File: src/wrot_cfg.svh
// Weight rotator configuration macros for core count, word sizes and bank sizing
`ifndef WROT_CFG_SVH
`define WROT_CFG_SVH

`define WROT_CORES          2
`define WROT_WORD_W         8

// Kernel sizes are odd
`define WROT_KW_MAX         3
`define WROT_KH_MAX         3

`define WROT_CIN_MAX        16
`define WROT_COLS_MAX       8
`define WROT_BLOCKS_MAX     8

// Activation config words that precede the weights
`define WROT_CFG_BEATS_3X3  21
`define WROT_CFG_BEATS_1X1  13

// One bank word feeds every core with one full kernel row
`define WROT_BANK_W         (`WROT_CORES * `WROT_WORD_W * `WROT_KW_MAX)

// Room for the largest weight set plus the longer config block
`define WROT_BANK_DEPTH     (`WROT_KH_MAX * `WROT_CIN_MAX + `WROT_CFG_BEATS_3X3)

`endif

File: src/wrot_pkg.sv
// Weight rotator types for the header, bank references, write beats, read stream and tag
`default_nettype none

`include "wrot_cfg.svh"

package wrot_pkg;

  localparam int KW_W     = $clog2(`WROT_KW_MAX);
  localparam int KH_W     = $clog2(`WROT_KH_MAX);
  localparam int CIN_W    = $clog2(`WROT_CIN_MAX);
  localparam int COLS_W   = $clog2(`WROT_COLS_MAX);
  localparam int BLOCKS_W = $clog2(`WROT_BLOCKS_MAX);
  localparam int ADDR_W   = $clog2(`WROT_BANK_DEPTH);

  typedef logic [ADDR_W-1:0] addr_t;

  // Sits in the low bits of the first DMA beat, kw_1 at bit 0
  typedef struct packed {
    logic [BLOCKS_W-1:0] blocks_1;
    logic [COLS_W-1:0]   cols_1;
    logic [CIN_W-1:0]    cin_1;
    logic [KH_W-1:0]     kh_1;
    logic [KW_W-1:0]     kw_1;
  } hdr_t;

  typedef struct packed {
    hdr_t  hdr;
    addr_t addr_min;   // Number of config words, first weight address
    addr_t addr_max;   // Address of the final weight word
  } ref_t;

  typedef struct packed {
    logic [`WROT_BANK_W-1:0] data;
    logic                    last;
  } wr_beat_t;

  typedef struct packed {
    logic [`WROT_BANK_W-1:0] data;
  } stream_t;

  // Side-band word for the conv engine, is_top_block is bit 0
  typedef struct packed {
    logic [KW_W-1:0] kw_1;
    logic            is_acc_last;
    logic            is_config;
    logic            is_cols_1_k2;
    logic            is_1x1;
    logic            is_bottom_block;
    logic            is_top_block;
  } tag_t;

endpackage

`default_nettype wire

File: src/wrot_header_decode.sv
// Weight rotator decode stage that splits each DMA set into a header and bank write beats
`timescale 1ns/10ps
`default_nettype none

`include "wrot_cfg.svh"

module wrot_header_decode (
  input  wire                      i_aclk,
  input  wire                      i_arst_n,
  input  wire                      i_s_valid,
  output logic                     o_s_ready,
  input  wire  [`WROT_BANK_W-1:0]  i_s_data,
  input  wire                      i_s_last,
  input  wire                      i_hdr_ready,
  input  wire                      i_wr_ready,
  output logic                     o_hdr_fire,
  output wrot_pkg::ref_t           o_ref,
  output logic                     o_wr_valid,
  output wrot_pkg::wr_beat_t       o_wr
);

  logic            in_body;   // Low while the next beat is a header
  logic            s_fire;
  wrot_pkg::hdr_t  hdr;
  wrot_pkg::addr_t cfg_beats;

  // Header beats go to the reference registers, the rest go into a bank
  assign o_s_ready  = in_body ? i_wr_ready : i_hdr_ready;
  assign s_fire     = i_s_valid && o_s_ready;
  assign o_hdr_fire = s_fire && !in_body;

  assign o_wr_valid = i_s_valid && in_body;
  assign o_wr.data  = i_s_data;
  assign o_wr.last  = i_s_last;

  always_ff @(posedge i_aclk or negedge i_arst_n) begin
    if (!i_arst_n) begin
      in_body <= 1'b0;
    end else if (o_hdr_fire) begin
      in_body <= 1'b1;
    end else if (s_fire && i_s_last) begin
      in_body <= 1'b0;   // Set complete, expect the next header
    end
  end

  assign hdr = wrot_pkg::hdr_t'(i_s_data[$bits(wrot_pkg::hdr_t)-1:0]);

  // A kernel of height one carries the shorter config block
  assign cfg_beats = (hdr.kh_1 == '0) ? wrot_pkg::addr_t'(`WROT_CFG_BEATS_1X1)
                                      : wrot_pkg::addr_t'(`WROT_CFG_BEATS_3X3);

  assign o_ref.hdr      = hdr;
  assign o_ref.addr_min = cfg_beats;

  // The weight count minus one is kh*cin + kh + cin, all in minus-one form
  assign o_ref.addr_max = wrot_pkg::addr_t'(hdr.kh_1) * wrot_pkg::addr_t'(hdr.cin_1)
                        + wrot_pkg::addr_t'(hdr.kh_1)
                        + wrot_pkg::addr_t'(hdr.cin_1)
                        + cfg_beats;

endmodule

`default_nettype wire

File: config.mk
export PLATFORM = sky130hd
export DESIGN_NAME = wrot_header_decode
export DESIGN_NICKNAME = d
export VERILOG_FILES = /design/src/wrot_pkg.sv /design/src/wrot_header_decode.sv
export VERILOG_INCLUDE_DIRS = /design/src
export SDC_FILE = /design/constraint.sdc
export NUM_CORES = 1
export LEC_CHECK = 0
export BUFFER_PORTS_ARGS = -buffer_cell sky130_fd_sc_hd__buf_2
export CAP_MARGIN = 20
export CORE_MARGIN = 2
export CORE_UTILIZATION = 31
export DETAILED_ROUTE_END_ITERATION = 8
export PLACE_DENSITY = 0.81
export SYNTH_ARGS = -nofsm -noshare
export SYNTH_HDL_FRONTEND = slang
export SYNTH_SLANG_ARGS = --single-unit
export TNS_END_PERCENT = 10
File: constraint.sdc
create_clock -name i_aclk -period 3.1 [get_ports i_aclk]
set_input_delay 0.31 -clock i_aclk [delete_from_list [all_inputs] [get_ports i_aclk]]
set_output_delay 0.31 -clock i_aclk [all_outputs]
set_load 0.02 [all_outputs]
==> run summary <==
ratio of cells with drive above 1 in the final layout = 50.49%
gate count after technology mapping = 127
cells on worst reg2reg path = 2
Fin Setup TNS = 0 ns
# fillers = 343
clk slew on worst S/H paths = 0 ns
pre-CTS setup slack = -0.001001 ns
top cells by area, synth = buf_4 (53%), fa_1 (12%), ha_1 (9.0%)
Post-synth EDFFs = 0
Final min period = 2.977 ns
area leader, netlist = buf_4
top-level I/O count = 134
DIE HEIGHT = 59.97 um
first-pass GRT wire length = 2166 um
share of the synthesized area in the top cell type = 52.58%
Biggest register = in_body
count of final hold-check violations = 0
initial core utilization = 32.07%
Synth cell types = 21
Final WS setup = 0.1227 ns
# rows = 20
Worst-Skew Late Latency = 0 ns
RSZ-0062 raised after global routing = true
Final Util = 26.41%
outcome = finished, final reports clean
MaxCap Viol Count = 0
max frequency = 0.3359 GHz
final instance area = 799.5 sq um
CP Class = in -> out
Total Wirelength = 1411 um
final period utilization = 96.04%
CP required = 2.79 ns
number of synthesized register bits = 1
Final ANT Viol Nets = 0
pin count of the biggest net entering global routing = 6
DR iter-0 viols = 7
Post-DP HPWL = 1291 um
top sig layer = met4
Final GP Congestion = 0.6997
Critical Path AT = 2.67 ns
total core area = 3028 sq um
vias in the first global route = 551
DR vias = 574
Top FF cell, synth = dfrtp_1
DRC violation count after routing = 0
drt pass-1 iters = 4
Startpoint Class = input port
M1 WL = 463 um
Pwr Density = 406.2 nW/um^2
n_diodes = 0
most common cell in the netlist = buf_4
met2 WL = 710 um
Synth warnings = 0
CP endpoint kind = primary output
LEAKAGE = 0.4637 nW
gr usage total = 7.419%
DIE WIDTH = 59.97 um
P&R area growth vs syn = -17.65%
number of setup buffers added after CTS = 0
routed wl met3 = 176 um
biggest registers after layout = in_body x1
maximum vdd drop = 0.1433 mV
placed cell area = 748.2 sq um
Nets = 172
Setup Skew = 0 ns
syn avg cell area = 7.645 sq um
top cells by count, synth = buf_4 (68), inv_1 (14), nor2_1 (8)
area of the mapped netlist = 970.9 sq um
initial antenna violation count = 0
Via density = 3.905
Routed WL per cell = 9.599 um
Async SR Flop Fraction = 100.0%
crit path max fanout = 4
gr ovfl total = 0
Final setup viols = 0
sequential-to-total area share from yosys stat = 2.577%
fin cells = 147
dpl cells = 147
Largest register FFs = 1
die area = 3596 sq um
I/O Buffers = 36
final slew viol count = 0
class of the worst hold path = in -> async
where the power goes:
group	total [W]	leakage, nW	internal (W)	switching (W)
sequential	0.0000209	0.0115	0.0000172	0.00000369
combinational	0.000304	0.452	0.000128	0.000176
clock	0	0	0	0
total	0.000325	0.464	0.000145	0.000180
layer usage:
metal | up-vias | global-route usage [%]
met2 | 46 | 13.51
li1 | 265 | -
met4 | 0 | 3.492
met5 | - | 0
met1 | 248 | 7.432
met3 | 15 | 2.597
placed cells by master (no fill, tap or decap), types with 2 or more instances in the layout:
master	netlist	final
nand2_1	4	2
buf_4	68	7
buf_6	0	2
conb_1	2	5
and2_1	3	3
inv_2	0	2
fa_1	6	5
ha_1	7	6
buf_2	0	32
inv_1	14	12
xnor2_1	2	2
nor2_1	8	8
stage by stage:
stage               hold WS (ns)  power [W]
floorplan                0.01441  0.0003294
global route             0.09624  0.0003603
detailed placement       0.09314  0.0003074
finish                   0.09109  0.0003247
global placement         0.09383  0.0003040
CTS                      0.09314  0.0003161
cell families (layout without fill, tap and decap cells):
logic type	Yosys count	count (layout)	share of synthesized area, %
buffers and inverters	83	56	58.38
and+or+nand+nor	18	18	8.634
adders and majority gates	13	13	21.39
AOI/OAI and AO/OA	6	6	4.382
xor gates and xnor gates	3	3	2.707
other	2	5	0.7735
muxes	1	1	1.160
DFF	1	1	2.577
area by class of cell:
| cell class | count | area, sq um | area share (%) |
|---|---|---|---|
| multi-input combinational | 46 | 416.7 | 52.11 |
| timing repair buffer | 42 | 250.2 | 31.30 |
| tap | 44 | 55.05 | 6.886 |
| inverter | 14 | 52.55 | 6.573 |
| sequential | 1 | 25.02 | 3.130 |
what timing repair did:
action,CTS,global route
gates resized for setup,2,15
hold buffers,0,0
setup endpoints to repair,1,1
pin swaps,0,7
worst max-delay path: stages:
cell,delay (ns)
buf_8,0.09
nand2_4,0.04
fa_1,0.55
fa_1,0.42
inv_1,0.07
ha_2,0.18
inv_2,0.04
fa_2,0.35
nand2b_4,0.15
a21oi_2,0.14
xor2_1,0.16
buf_4,0.16
worst paths after layout:
check                       startpoint       end  slack, ns
min in group i_aclk            in_body   in_body       0.52
max                        i_s_data[2]  o_ref[5]       0.12
min reg2reg                    in_body   in_body       0.52
min                           i_arst_n   in_body       0.09
max reg2reg                    in_body   in_body       2.27
max in group asynchronous     i_arst_n   in_body       2.92
(Power assumes the default switching activity.)
