--- config.mk ---
export PLATFORM = sky130hd
export DESIGN_NAME = wrot_tag_gen
export DESIGN_NICKNAME = d
export VERILOG_FILES = /design/src/wrot_pkg.sv /design/src/wrot_tag_gen.sv
export VERILOG_INCLUDE_DIRS = /design/src
export SDC_FILE = /design/constraint.sdc
export NUM_CORES = 1
export LEC_CHECK = 0
export BUFFER_PORTS_ARGS = -buffer_cell sky130_fd_sc_hd__clkbuf_2
export CAP_MARGIN = 30
export CORE_MARGIN = 2
export CORE_UTILIZATION = 39
export CTS_CLUSTER_SIZE = 40
export DETAILED_ROUTE_END_ITERATION = 12
export PLACE_DENSITY = 0.85
export SLEW_MARGIN = 20
export SYNTH_ARGS = -nofsm -noshare
export SYNTH_HDL_FRONTEND = slang
export SYNTH_SLANG_ARGS = --single-unit
export TNS_END_PERCENT = 5
--- constraint.sdc ---
create_clock -name i_aclk -period 1.8 [get_ports i_aclk]
set_input_delay 0.27 -clock i_aclk [delete_from_list [all_inputs] [get_ports i_aclk]]
set_output_delay 0.27 -clock i_aclk [all_outputs]
set_load 0.05 [all_outputs]
--- src/wrot_cfg.svh ---
// Weight rotator configuration macros for core count, word sizes and bank sizing
`ifndef WROT_CFG_SVH
`define WROT_CFG_SVH

`define WROT_CORES          2
`define WROT_WORD_W         8

// Kernel sizes are odd
`define WROT_KW_MAX         3
`define WROT_KH_MAX         3

`define WROT_CIN_MAX        16
`define WROT_COLS_MAX       8
`define WROT_BLOCKS_MAX     8

// Activation config words that precede the weights
`define WROT_CFG_BEATS_3X3  21
`define WROT_CFG_BEATS_1X1  13

// One bank word feeds every core with one full kernel row
`define WROT_BANK_W         (`WROT_CORES * `WROT_WORD_W * `WROT_KW_MAX)

// Room for the largest weight set plus the longer config block
`define WROT_BANK_DEPTH     (`WROT_KH_MAX * `WROT_CIN_MAX + `WROT_CFG_BEATS_3X3)

`endif

--- src/wrot_pkg.sv ---
// Weight rotator types for the header, bank references, write beats, read stream and tag
`default_nettype none

`include "wrot_cfg.svh"

package wrot_pkg;

  localparam int KW_W     = $clog2(`WROT_KW_MAX);
  localparam int KH_W     = $clog2(`WROT_KH_MAX);
  localparam int CIN_W    = $clog2(`WROT_CIN_MAX);
  localparam int COLS_W   = $clog2(`WROT_COLS_MAX);
  localparam int BLOCKS_W = $clog2(`WROT_BLOCKS_MAX);
  localparam int ADDR_W   = $clog2(`WROT_BANK_DEPTH);

  typedef logic [ADDR_W-1:0] addr_t;

  // Sits in the low bits of the first DMA beat, kw_1 at bit 0
  typedef struct packed {
    logic [BLOCKS_W-1:0] blocks_1;
    logic [COLS_W-1:0]   cols_1;
    logic [CIN_W-1:0]    cin_1;
    logic [KH_W-1:0]     kh_1;
    logic [KW_W-1:0]     kw_1;
  } hdr_t;

  typedef struct packed {
    hdr_t  hdr;
    addr_t addr_min;   // Number of config words, first weight address
    addr_t addr_max;   // Address of the final weight word
  } ref_t;

  typedef struct packed {
    logic [`WROT_BANK_W-1:0] data;
    logic                    last;
  } wr_beat_t;

  typedef struct packed {
    logic [`WROT_BANK_W-1:0] data;
  } stream_t;

  // Side-band word for the conv engine, is_top_block is bit 0
  typedef struct packed {
    logic [KW_W-1:0] kw_1;
    logic            is_acc_last;
    logic            is_config;
    logic            is_cols_1_k2;
    logic            is_1x1;
    logic            is_bottom_block;
    logic            is_top_block;
  } tag_t;

endpackage

`default_nettype wire

--- src/wrot_tag_gen.sv ---
// Weight rotator result stage that counts the replay and builds the tag and last flag
`timescale 1ns/10ps
`default_nettype none

`include "wrot_cfg.svh"

module wrot_tag_gen (
  input  wire                      i_aclk,
  input  wire                      i_arst_n,
  input  wire                      i_rd_valid,
  input  wire  wrot_pkg::stream_t  i_rd,
  input  wire  wrot_pkg::ref_t     i_rd_ref,
  output logic                     o_rd_ready,
  output logic                     o_read_done,
  output logic                     o_m_valid,
  input  wire                      i_m_ready,
  output logic [`WROT_BANK_W-1:0]  o_m_data,
  output logic                     o_m_last,
  output wrot_pkg::tag_t           o_m_user
);

  logic                          fire;
  logic                          in_cfg;   // Config words are still going out
  logic                          last_cfg;
  logic                          load;     // Start of the weights, counters take the refs
  wrot_pkg::addr_t               cnt_cfg;
  logic [wrot_pkg::KH_W-1:0]     cnt_kh;
  logic [wrot_pkg::CIN_W-1:0]    cnt_cin;
  logic [wrot_pkg::COLS_W-1:0]   cnt_cols;
  logic [wrot_pkg::BLOCKS_W-1:0] cnt_blocks;
  logic last_kh, last_cin, last_cols, last_blocks;
  logic en_kh, en_cin, en_cols, en_blocks;

  assign o_rd_ready = i_m_ready;
  assign o_m_valid  = i_rd_valid;
  assign o_m_data   = i_rd.data;
  assign fire       = i_rd_valid && i_m_ready;

  assign last_cfg = (cnt_cfg == i_rd_ref.addr_min - 1'b1);
  assign load     = fire && in_cfg && last_cfg;

  // Nested order is kh, then cin, then cols, then blocks
  assign en_kh     = load || (fire && !in_cfg);
  assign en_cin    = load || (fire && !in_cfg && last_kh);
  assign en_cols   = load || (fire && !in_cfg && last_kh && last_cin);
  assign en_blocks = load || (fire && !in_cfg && last_kh && last_cin && last_cols);

  always_ff @(posedge i_aclk or negedge i_arst_n) begin
    if (!i_arst_n) begin
      in_cfg     <= 1'b1;
      cnt_cfg    <= '0;
      cnt_kh     <= '0;
      cnt_cin    <= '0;
      cnt_cols   <= '0;
      cnt_blocks <= '0;
      {last_kh, last_cin, last_cols, last_blocks} <= '0;
    end else begin
      if (load) begin
        in_cfg  <= 1'b0;
        cnt_cfg <= '0;
      end else if (fire && in_cfg) begin
        cnt_cfg <= cnt_cfg + 1'b1;
      end else if (o_read_done) begin
        in_cfg  <= 1'b1;   // Next set starts with its config words
      end
      // Each counter reloads from its ref after reaching zero
      if (en_kh) begin
        cnt_kh  <= (load || last_kh) ? i_rd_ref.hdr.kh_1 : cnt_kh - 1'b1;
        last_kh <= (load || last_kh) ? (i_rd_ref.hdr.kh_1 == '0) : (cnt_kh == 1);
      end
      if (en_cin) begin
        cnt_cin  <= (load || last_cin) ? i_rd_ref.hdr.cin_1 : cnt_cin - 1'b1;
        last_cin <= (load || last_cin) ? (i_rd_ref.hdr.cin_1 == '0) : (cnt_cin == 1);
      end
      if (en_cols) begin
        cnt_cols  <= (load || last_cols) ? i_rd_ref.hdr.cols_1 : cnt_cols - 1'b1;
        last_cols <= (load || last_cols) ? (i_rd_ref.hdr.cols_1 == '0) : (cnt_cols == 1);
      end
      if (en_blocks) begin
        cnt_blocks  <= (load || last_blocks) ? i_rd_ref.hdr.blocks_1 : cnt_blocks - 1'b1;
        last_blocks <= (load || last_blocks) ? (i_rd_ref.hdr.blocks_1 == '0)
                                             : (cnt_blocks == 1);
      end
    end
  end

  assign o_m_last    = !in_cfg && last_kh && last_cin && last_cols && last_blocks;
  assign o_read_done = fire && o_m_last;

  assign o_m_user.kw_1            = i_rd_ref.hdr.kw_1;
  assign o_m_user.is_1x1          = (i_rd_ref.hdr.kw_1 == '0);
  assign o_m_user.is_config       = in_cfg;
  assign o_m_user.is_acc_last     = !in_cfg && last_kh && last_cin;
  assign o_m_user.is_top_block    = !in_cfg && (cnt_blocks == i_rd_ref.hdr.blocks_1);
  assign o_m_user.is_bottom_block = !in_cfg && last_blocks;
  // Remaining columns equal half the kernel width
  assign o_m_user.is_cols_1_k2    = !in_cfg
                                  && (cnt_cols == wrot_pkg::COLS_W'(i_rd_ref.hdr.kw_1 >> 1));

endmodule

`default_nettype wire

==> results of run 1 <==
==> state kept, by name, summed over array words and instances (netlist names) <==
signal and count:
cnt_kh 2, cnt_blocks 3, cnt_cin 4, cnt_cfg 7
last_blocks 1, in_cfg 1, cnt_cols 3, last_kh 1
last_cols 1, last_cin 1
==> cells in the final DEF (no fill, tap or decap), types with 3 or more instances in the layout <==
cell type                   count
sky130_fd_sc_hd__xnor2_1        4
sky130_fd_sc_hd__o21ai_0        9
sky130_fd_sc_hd__a2bb2oi_1      4
sky130_fd_sc_hd__nor2b_1        4
sky130_fd_sc_hd__o22ai_1        3
sky130_fd_sc_hd__nor2_1        20
sky130_fd_sc_hd__dfrtp_1       22
sky130_fd_sc_hd__xor2_1        13
sky130_fd_sc_hd__o22a_1         3
sky130_fd_sc_hd__nand2_1       11
sky130_fd_sc_hd__a211oi_2       5
sky130_fd_sc_hd__clkbuf_8       4
sky130_fd_sc_hd__inv_1         12
sky130_fd_sc_hd__nor4b_1        6
sky130_fd_sc_hd__a21oi_1        8
sky130_fd_sc_hd__clkbuf_2      34
sky130_fd_sc_hd__nand3_1        4
sky130_fd_sc_hd__and2_1         4
sky130_fd_sc_hd__nand3b_1       5
sky130_fd_sc_hd__buf_4         19
sky130_fd_sc_hd__ha_1           9
sky130_fd_sc_hd__a31oi_1        6
sky130_fd_sc_hd__nand4_1        4
==> cells by family after synthesis <==
| kind of cell | share of synthesized area |
|---|---|
| AND/OR/NAND/NOR | 0.203 |
| buffers and inverters | 0.224 |
| AO/OA/AOI/OAI | 0.169 |
| flip-flops | 0.274 |
| XOR/XNOR | 0.0752 |
| adder cells (fa/ha/maj) | 0.0513 |
| multiplexers | 0.00456 |
==> metrics by stage <==
step / area [um2] / setup TNS (ps) / worst slack, ps / hold WS [ps] / util
2_1_floorplan: 2210 / -750 / -243 / -25.6 / -
3_3_place_gp: 2180 / -307 / -70.1 / 309 / 0.398
3_5_place_dp: 2180 / -901 / -112 / 320 / 0.398
4_1_cts: 2260 / -66.3 / -49.0 / 19.7 / 0.413
5_1_grt: 2290 / -354 / -65.7 / 45.8 / 0.419
6_report: 2290 / -17.6 / -17.6 / 4.78 / 0.419
==> synthesized netlist by cell type (4+ instances only) <==
library cell / number
sky130_fd_sc_hd__a21oi_1: 8
sky130_fd_sc_hd__a2bb2oi_1: 4
sky130_fd_sc_hd__a31oi_1: 6
sky130_fd_sc_hd__and2_1: 5
sky130_fd_sc_hd__buf_4: 54
sky130_fd_sc_hd__dfrtp_1: 23
sky130_fd_sc_hd__ha_1: 9
sky130_fd_sc_hd__inv_1: 13
sky130_fd_sc_hd__nand2_1: 11
sky130_fd_sc_hd__nand3_1: 5
sky130_fd_sc_hd__nand3b_1: 5
sky130_fd_sc_hd__nand4_1: 4
sky130_fd_sc_hd__nor2_1: 21
sky130_fd_sc_hd__nor2b_1: 4
sky130_fd_sc_hd__nor4b_1: 6
sky130_fd_sc_hd__o21ai_0: 9
sky130_fd_sc_hd__xnor2_1: 4
sky130_fd_sc_hd__xor2_1: 13
==> routing by layer <==
layer  GRT usage  vias up  wire, um
li1            -      850         -
met4      0.0897        0       166
met5           0        -         0
met3      0.0250       19       258
met1       0.162      835      1860
met2       0.267       47      2310
==> power by group through the flow <==
stage / combinational [W] / clock, W / sequential, W
floorplan: 0.000966 / 0 / 0.000824
global placement: 0.000822 / 0 / 0.000860
detailed placement: 0.000862 / 0 / 0.000871
CTS: 0.000868 / 0.000389 / 0.000860
global route: 0.00101 / 0.000405 / 0.000894
finish: 0.000881 / 0.000374 / 0.000865
==> final cells by class <==
class	instances	area [um2]	share of cell area
Tap cell	72	90.1	0.0393
Multi-Input combinational cell	159	1150	0.500
Inverter	13	48.8	0.0213
Timing Repair Buffer	56	350	0.153
Clock buffer	4	55.1	0.0240
Sequential cell	24	603	0.263
==> worst max-delay path, cell delays in order, from the launching register on <==
cell and delay (ps):
sky130_fd_sc_hd__dfstp_2 590, sky130_fd_sc_hd__and3b_2 250, sky130_fd_sc_hd__buf_6 120, sky130_fd_sc_hd__and3_4 170, sky130_fd_sc_hd__buf_8 140
==> timing repair <==
| item | in CTS | in global routing |
|---|---|---|
| setup buffers | 1 | 0 |
| gates cloned | 0 | 0 |
| pin swaps | 0 | 2 |
| resized for setup | 5 | 13 |
| endpoints found under the setup margin | 17 | 14 |
==> how the worst max path moves through the flow <==
stage	cells past startpoint	slack [ps]	endpoint	from
3_5_place_dp	8	-110	last_cin$_DFFE_PN0P_	i_rd_ref[7]
3_3_place_gp	8	-70	last_cin$_DFFE_PN0P_	i_rd_ref[7]
6_report	4	-20	o_m_last	in_cfg$_DFFE_PN1P_
2_1_floorplan	5	-240	last_blocks$_DFFE_PN0P_	in_cfg$_DFFE_PN1P_
5_1_grt	6	-70	last_cin$_DFFE_PN0P_	cnt_cfg[2]$_DFFE_PN0P_
4_1_cts	4	-50	o_m_last	in_cfg$_DFFE_PN1P_
==> results.txt, run 1 <==
- Initial detailed-routing violation count: 71
- Setup repair after global routing could not meet its margin everywhere.
* Unique cell type count in the Yosys netlist: 49
- Global routing usage summed across all routing layers: 0.148
- Number of standard cells in the layout, taps in and fillers out: 328
- The analysis attributes to net switching a power of 0.000832 W.
* Outcome: finished, violations left
* Post-layout minimum cycle time: about 1800 ps
* CTS tree: built
* Clock slew seen by the registers of the worst setup and hold paths: 80 ps
- Die Ht: 79.1 um
* Area of the die: 6250 um2
- In this run the tightest slew margin relative to its limit is 0.573.
- Across the run, the number of max-cap violations was 0.
- The area growth from synthesis to layout is 4.44%.
* Remaining Overflow, GRT: 0
- In this run the power density over the cells is 924 nW/um2.
* Detailed-route vias per instance: 5.34
- Entering global routing, the biggest net connects 25 pins.
- During synthesis, Yosys emitted a total of 0 warnings.
- Sequential cell area fraction in the yosys report: 0.274
- The synthesized design contains 24 register bits.
* Count of flip-flops with a built-in enable after synthesis: 0
- Setup slack of the critical path after layout: -17.6 ps
- IR drop worst, VDD: 0.000391 V
- In this run, CTS created clock tree buffers numbering 3.
- The floorplan step defined a core boundary enclosing roughly 5500 um2.
- Synthesis produced a netlist whose cell count is 257.
* Biggest area contributors in the synthesized netlist: sky130_fd_sc_hd__dfrtp_1, sky130_fd_sc_hd__buf_4, sky130_fd_sc_hd__xor2_1, sky130_fd_sc_hd__ha_1, sky130_fd_sc_hd__nor2_1
* Worst hold-check path type: in2async
- The initial antenna violation count is 0.
- Via count of the first global-routing pass: 1,771
- In the final layout, the share of cells above drive strength 1 is 0.309.
- Violations in the final reports: setup timing
- Net count of the finished layout: 346
- The tree is rooted in a sky130_fd_sc_hd__clkbuf_8.
- Required time of the critical path: between 1500 and 2000 ps
* Total design power: 0.00212 W
* Leading register cell type out of synthesis: sky130_fd_sc_hd__dfrtp_1
- During I/O placement, the number of pins put on the boundary was 140.
* CP Launch Type: register
* Number of design rule violations left after detail routing: 0
* ANT nets after route: 0
- First-pass GRT wire length: 7440 um
- H-tree levels: 1
- Counting cells, the worst reg-to-reg path comes to 6.
- R2R Setup Slk: 20 ps
- Of the available clock period, the critical path in the final layout requires 1.01.
- Count of filler cells inserted in the layout: 553
* DIE WIDTH: 79.1 um
- The clock arrives with approximately 0.94 ps of skew.
* Element type at the critical path end: output port
- Final count of negative-setup-slack endpoints: 1
- Final wirelength: 4600 um
- STA puts the critical path data arrival time at 1550 ps.
- In this run, placement finished with an instance count of 323.
- The count of buffers added on input and output ports is 36.
- The share of synthesized area in the top cell type comes to 0.262.
* Site Rows: 27
- Largest buffer count on any clock path: 2
* Source of the worst register-to-register timing path: in_cfg$_DFFE_PN1P_
* Tightest Pin Transition: 640 ps
* Sw Share: 0.393
* Leakage power total: approximately 1.1 nW
* Fraction of power consumed by combinational cells: 0.416
* WS Path Type: reg2out
* Starting Density: 0.401
- The hold violation count in the final report is 0.
- The number of nets handed over by synthesis was 346.
- Static timing analysis puts the maximum clock frequency at between 500 and 600 MHz.
- Hold buffer count at cts: 0
- Dividing the synthesized area by the synthesized cell count gives 8.55 um2.
* Vias: 1,751
- In the final routed layout, each cell accounts on average for 14.0 um.
- GP Congestion: around 0.77
- Number of search-and-repair iterations in the first detailed-routing pass: 4
- Worst R2R End: cnt_cols[2]$_DFFE_PN0P_
- Biggest area consumer among synthesized cells: sky130_fd_sc_hd__dfrtp_1
- Cell internal power was estimated by the tool at 0.00129 W.
- The repair_antennas step left the layout with diodes totalling 0.
- Fraction of power consumed by the clock network: 0.176
- Proportion of power drawn by flip-flops and latches: 0.408
- Worst-Skew Late Latency: 270 ps
- Netlist area before placement: 2200 um2
* Async set or reset register ratio after synthesis: 1.00
- The number of pins with negative max-slew slack in the final report came to 0.
- Along the worst path, the maximum fanout reaches 4.
* DP HPWL: 3560 um
- Counting every sink on the clock net gives 24.
No activity file was read; power rests on OpenSTA's default activity.
==> run 2: changes to the inputs <==
Settings changed: CORE_ASPECT_RATIO set to 1.75, CORE_MARGIN 2 to 8.
==> run 2 against run 1 <==
Against the previous run:
- the run now ends clean
- combinational power grew 6.4%
- clock power down 13%
- highest routed layer unchanged
- total power is 0.58% lower
- core utilization shrank 0.45 points
- die area grew 34%
- sequential share of layout area rose by 0.17 points
==> results.txt, run 2 (synthesis results as in run 1) <==
* Timing-limited maximum frequency: 562 MHz
- Subtracting the final worst setup slack from the clock period gives 1780 ps.
- Leading registers by flop count: cnt_cfg: 7 flops, cnt_cin: 4 flops
- The number of pins with negative max-slew slack in the final report is 0.
- The via count of the first global-routing pass was 1,912.
- The run finished with clean final reports.
- Power density over the cells: 924 nW/um2
- Depth of the worst register-to-register path: 6
- Detailed-route vias per instance: approximately 5.5
- Site Rows: 36
* Period Utilization, post-route: 0.989
- Worst setup startpoint: in_cfg$_DFFE_PN1P_
- Element type at the critical path end: output port
* Worst R2R End: cnt_cols[2]$_DFFE_PN0P_
- Vias: 1,826
* Area of the die: 8390 um2
- The first global-routing pass estimated 8400 um of wire.
* Relative slew slack: 0.575
* WS Path Type: reg2out
* Global routing usage summed across all routing layers: 0.122
- The internal power of the cells totals 0.00126 W.
- IR drop worst, VDD: 0.000320 V
- Register ranked first by flip-flop count: cnt_cfg
- Sequence of cells on the critical path: and3b_1 -> nand4_1 -> inv_2 -> clkbuf_8
- For this design, the slowest cell found on the critical path is sky130_fd_sc_hd__dfstp_2.
- At the pin with the least slew margin, the transition time is 638 ps.
- Switching power: ~0.00085 W
- Of the cells placed in the final design, the portion with a size suffix greater than 1 is 0.292.
- In this run the remaining antenna-violating nets after routing total 0.
* H-tree levels: 1
* Stages on worst setup path: 4
* Worst-Skew Late Latency: 260 ps
- In this run, CTS created clock tree buffers numbering 3.
- Finished Core Util: 0.415
* DIE WIDTH: between 70 and 80 um
- Remaining Overflow, GRT: 0
- In this run, the number of DRC markers left after iteration 0 of detailed routing was 60.
- Setup slack closes at 20.4 ps.
- GP Congestion: 0.929
* Layout Area Growth over Synthesis: 3.76%
- TritonCTS built the clock tree.
- Fraction of power consumed by combinational cells: 0.445
* Sw Share: 0.403
* Final-report hold violation count: 0
- Number of design rule violations left after detail routing: 0
* Number of search-and-repair iterations in the first detailed-routing pass: 6
* Leading cell type in the layout, fill and taps excluded: sky130_fd_sc_hd__clkbuf_2
* Largest register FFs: 7
* DP HPWL: ~4200 um
- # diodes: 0
- The clock net in this run drives a total of 24 sinks.
- Final wirelength: ~5300 um
* Largest buffer count on any clock path: 2
- Input and output buffers added on the ports amount to 36.
- Clock slew seen by the registers of the worst setup and hold paths: 90 ps
- Starting Density: 0.400
* Proportion of power drawn by flip-flops and latches: 0.401
* CP Launch Type: register
- Most frequent cells in the layout: sky130_fd_sc_hd__clkbuf_2, sky130_fd_sc_hd__dfrtp_1, sky130_fd_sc_hd__nor2_1, sky130_fd_sc_hd__buf_4, sky130_fd_sc_hd__xor2_1
- Final count of negative-setup-slack endpoints: 0
- At the worst endpoint, the required time is 1530 ps.
- The final layout contains 347 nets.
- Count of buffer and inverter cells on the critical path: 2
* Core Footprint: ~5500 um2
* Setup repair after global routing missed its margin: yes
- Setup Skew: 6.70 ps
- Worst slack at placement: -116 ps
* Fraction of power consumed by the clock network: 0.154
- The analysis attributes to cell leakage a power of ~1.1 nW.
* Delay of the slowest cell on the worst path: 590 ps
- Worst hold-check path type: in2async
* R2R Setup Slk: 30 ps
* Pin count of the biggest net entering global routing: 25
- Pin placement for this block handled 140 I/O pins.
- Maximum fanout along the worst path: 6
- Clock tree synthesis selected as its root buffer the cell sky130_fd_sc_hd__clkbuf_8.
- The initial antenna violation count is 0.
* Endpoint of the worst setup timing path: o_read_done
- In the final routed layout, each cell accounts on average for between 15 and 20 um.
- The startpoint identified for the worst register-to-register timing path is in_cfg$_DFFE_PN1P_.
* Die Ht: 115 um
* Arrival time at the worst endpoint: 1510 ps
- Across the run, the number of max-cap violations was 0.
- Critical path's top delay family: flip-flops
==> run 2: cell count changes in the layout (fill, tap and decap cells not counted), sizes merged <==
cell,change
clkbuf,+1
==> run 2: routing by layer <==
| layer | wire [um] | vias up | GRT usage |
|---|---|---|---|
| met2 | 2920 | 69 | 0.236 |
| met5 | 0 | - | 0 |
| li1 | - | 852 | - |
| met4 | 329 | 0 | 0.101 |
| met1 | 1690 | 867 | 0.105 |
| met3 | 371 | 38 | 0.0175 |
==> run 2: worst min-delay path by stage <==
stage,start,to,slack (ps),cells past startpoint
2_1_floorplan,i_arst_n,cnt_blocks[0]$_DFFE_PN0P_,-30,0
3_3_place_gp,i_arst_n,cnt_cin[2]$_DFFE_PN0P_,310,1
3_5_place_dp,i_arst_n,last_cin$_DFFE_PN0P_,320,1
4_1_cts,i_arst_n,last_cin$_DFFE_PN0P_,30,1
5_1_grt,i_arst_n,last_cin$_DFFE_PN0P_,40,1
6_report,i_arst_n,last_cin$_DFFE_PN0P_,8,1
==> run 2: worst register-to-register path, cell delays in order, from the launching register on <==
cell	delay, ps
sky130_fd_sc_hd__dfstp_2	590
sky130_fd_sc_hd__nand3_1	150
sky130_fd_sc_hd__nor2_2	160
sky130_fd_sc_hd__o2111ai_1	110
sky130_fd_sc_hd__buf_4	180
sky130_fd_sc_hd__nor4b_1	380
sky130_fd_sc_hd__a211oi_2	80
==> run 2: timing repair <==
item | CTS | global route
setup buffers | 0 | 1
cloned | 0 | 0
pin swaps | 0 | 3
endpoints found under the setup margin | 1 | 13
resized for setup | 2 | 6
hold buffers | 0 | 0
==> run 2: power groups by stage <==
stage               clock network (W)  registers, W  logic, W
global placement                    0      0.000840  0.000883
floorplan                           0      0.000824  0.000966
global route                 0.000362      0.000868   0.00106
finish                       0.000325      0.000846  0.000937
CTS                          0.000338      0.000840  0.000933
detailed placement                  0      0.000851  0.000929
==> run 2: through the flow <==
stage	hold WS (ps)	std cells	TNS, ps	instance area [um2]	total power, W
floorplan	-25.6	257	-750	2210	0.00179
global placement	310	328	-172	2200	0.00172
detailed placement	319	328	-836	2200	0.00178
CTS	26.8	332	0	2260	0.00211
global route	42.9	333	-87.0	2280	0.00229
finish	8.09	333	0	2280	0.00211
==> run 2: layout make-up <==
| type | instances | area, um2 |
|---|---|---|
| fillers | 569 | 3220 |
| multi-input cells | 159 | 1130 |
| flip-flops and latches | 24 | 603 |
| repair buffers | 57 | 359 |
| well taps | 76 | 95.1 |
| inverters | 13 | 48.8 |
| clock buffers | 4 | 45.0 |
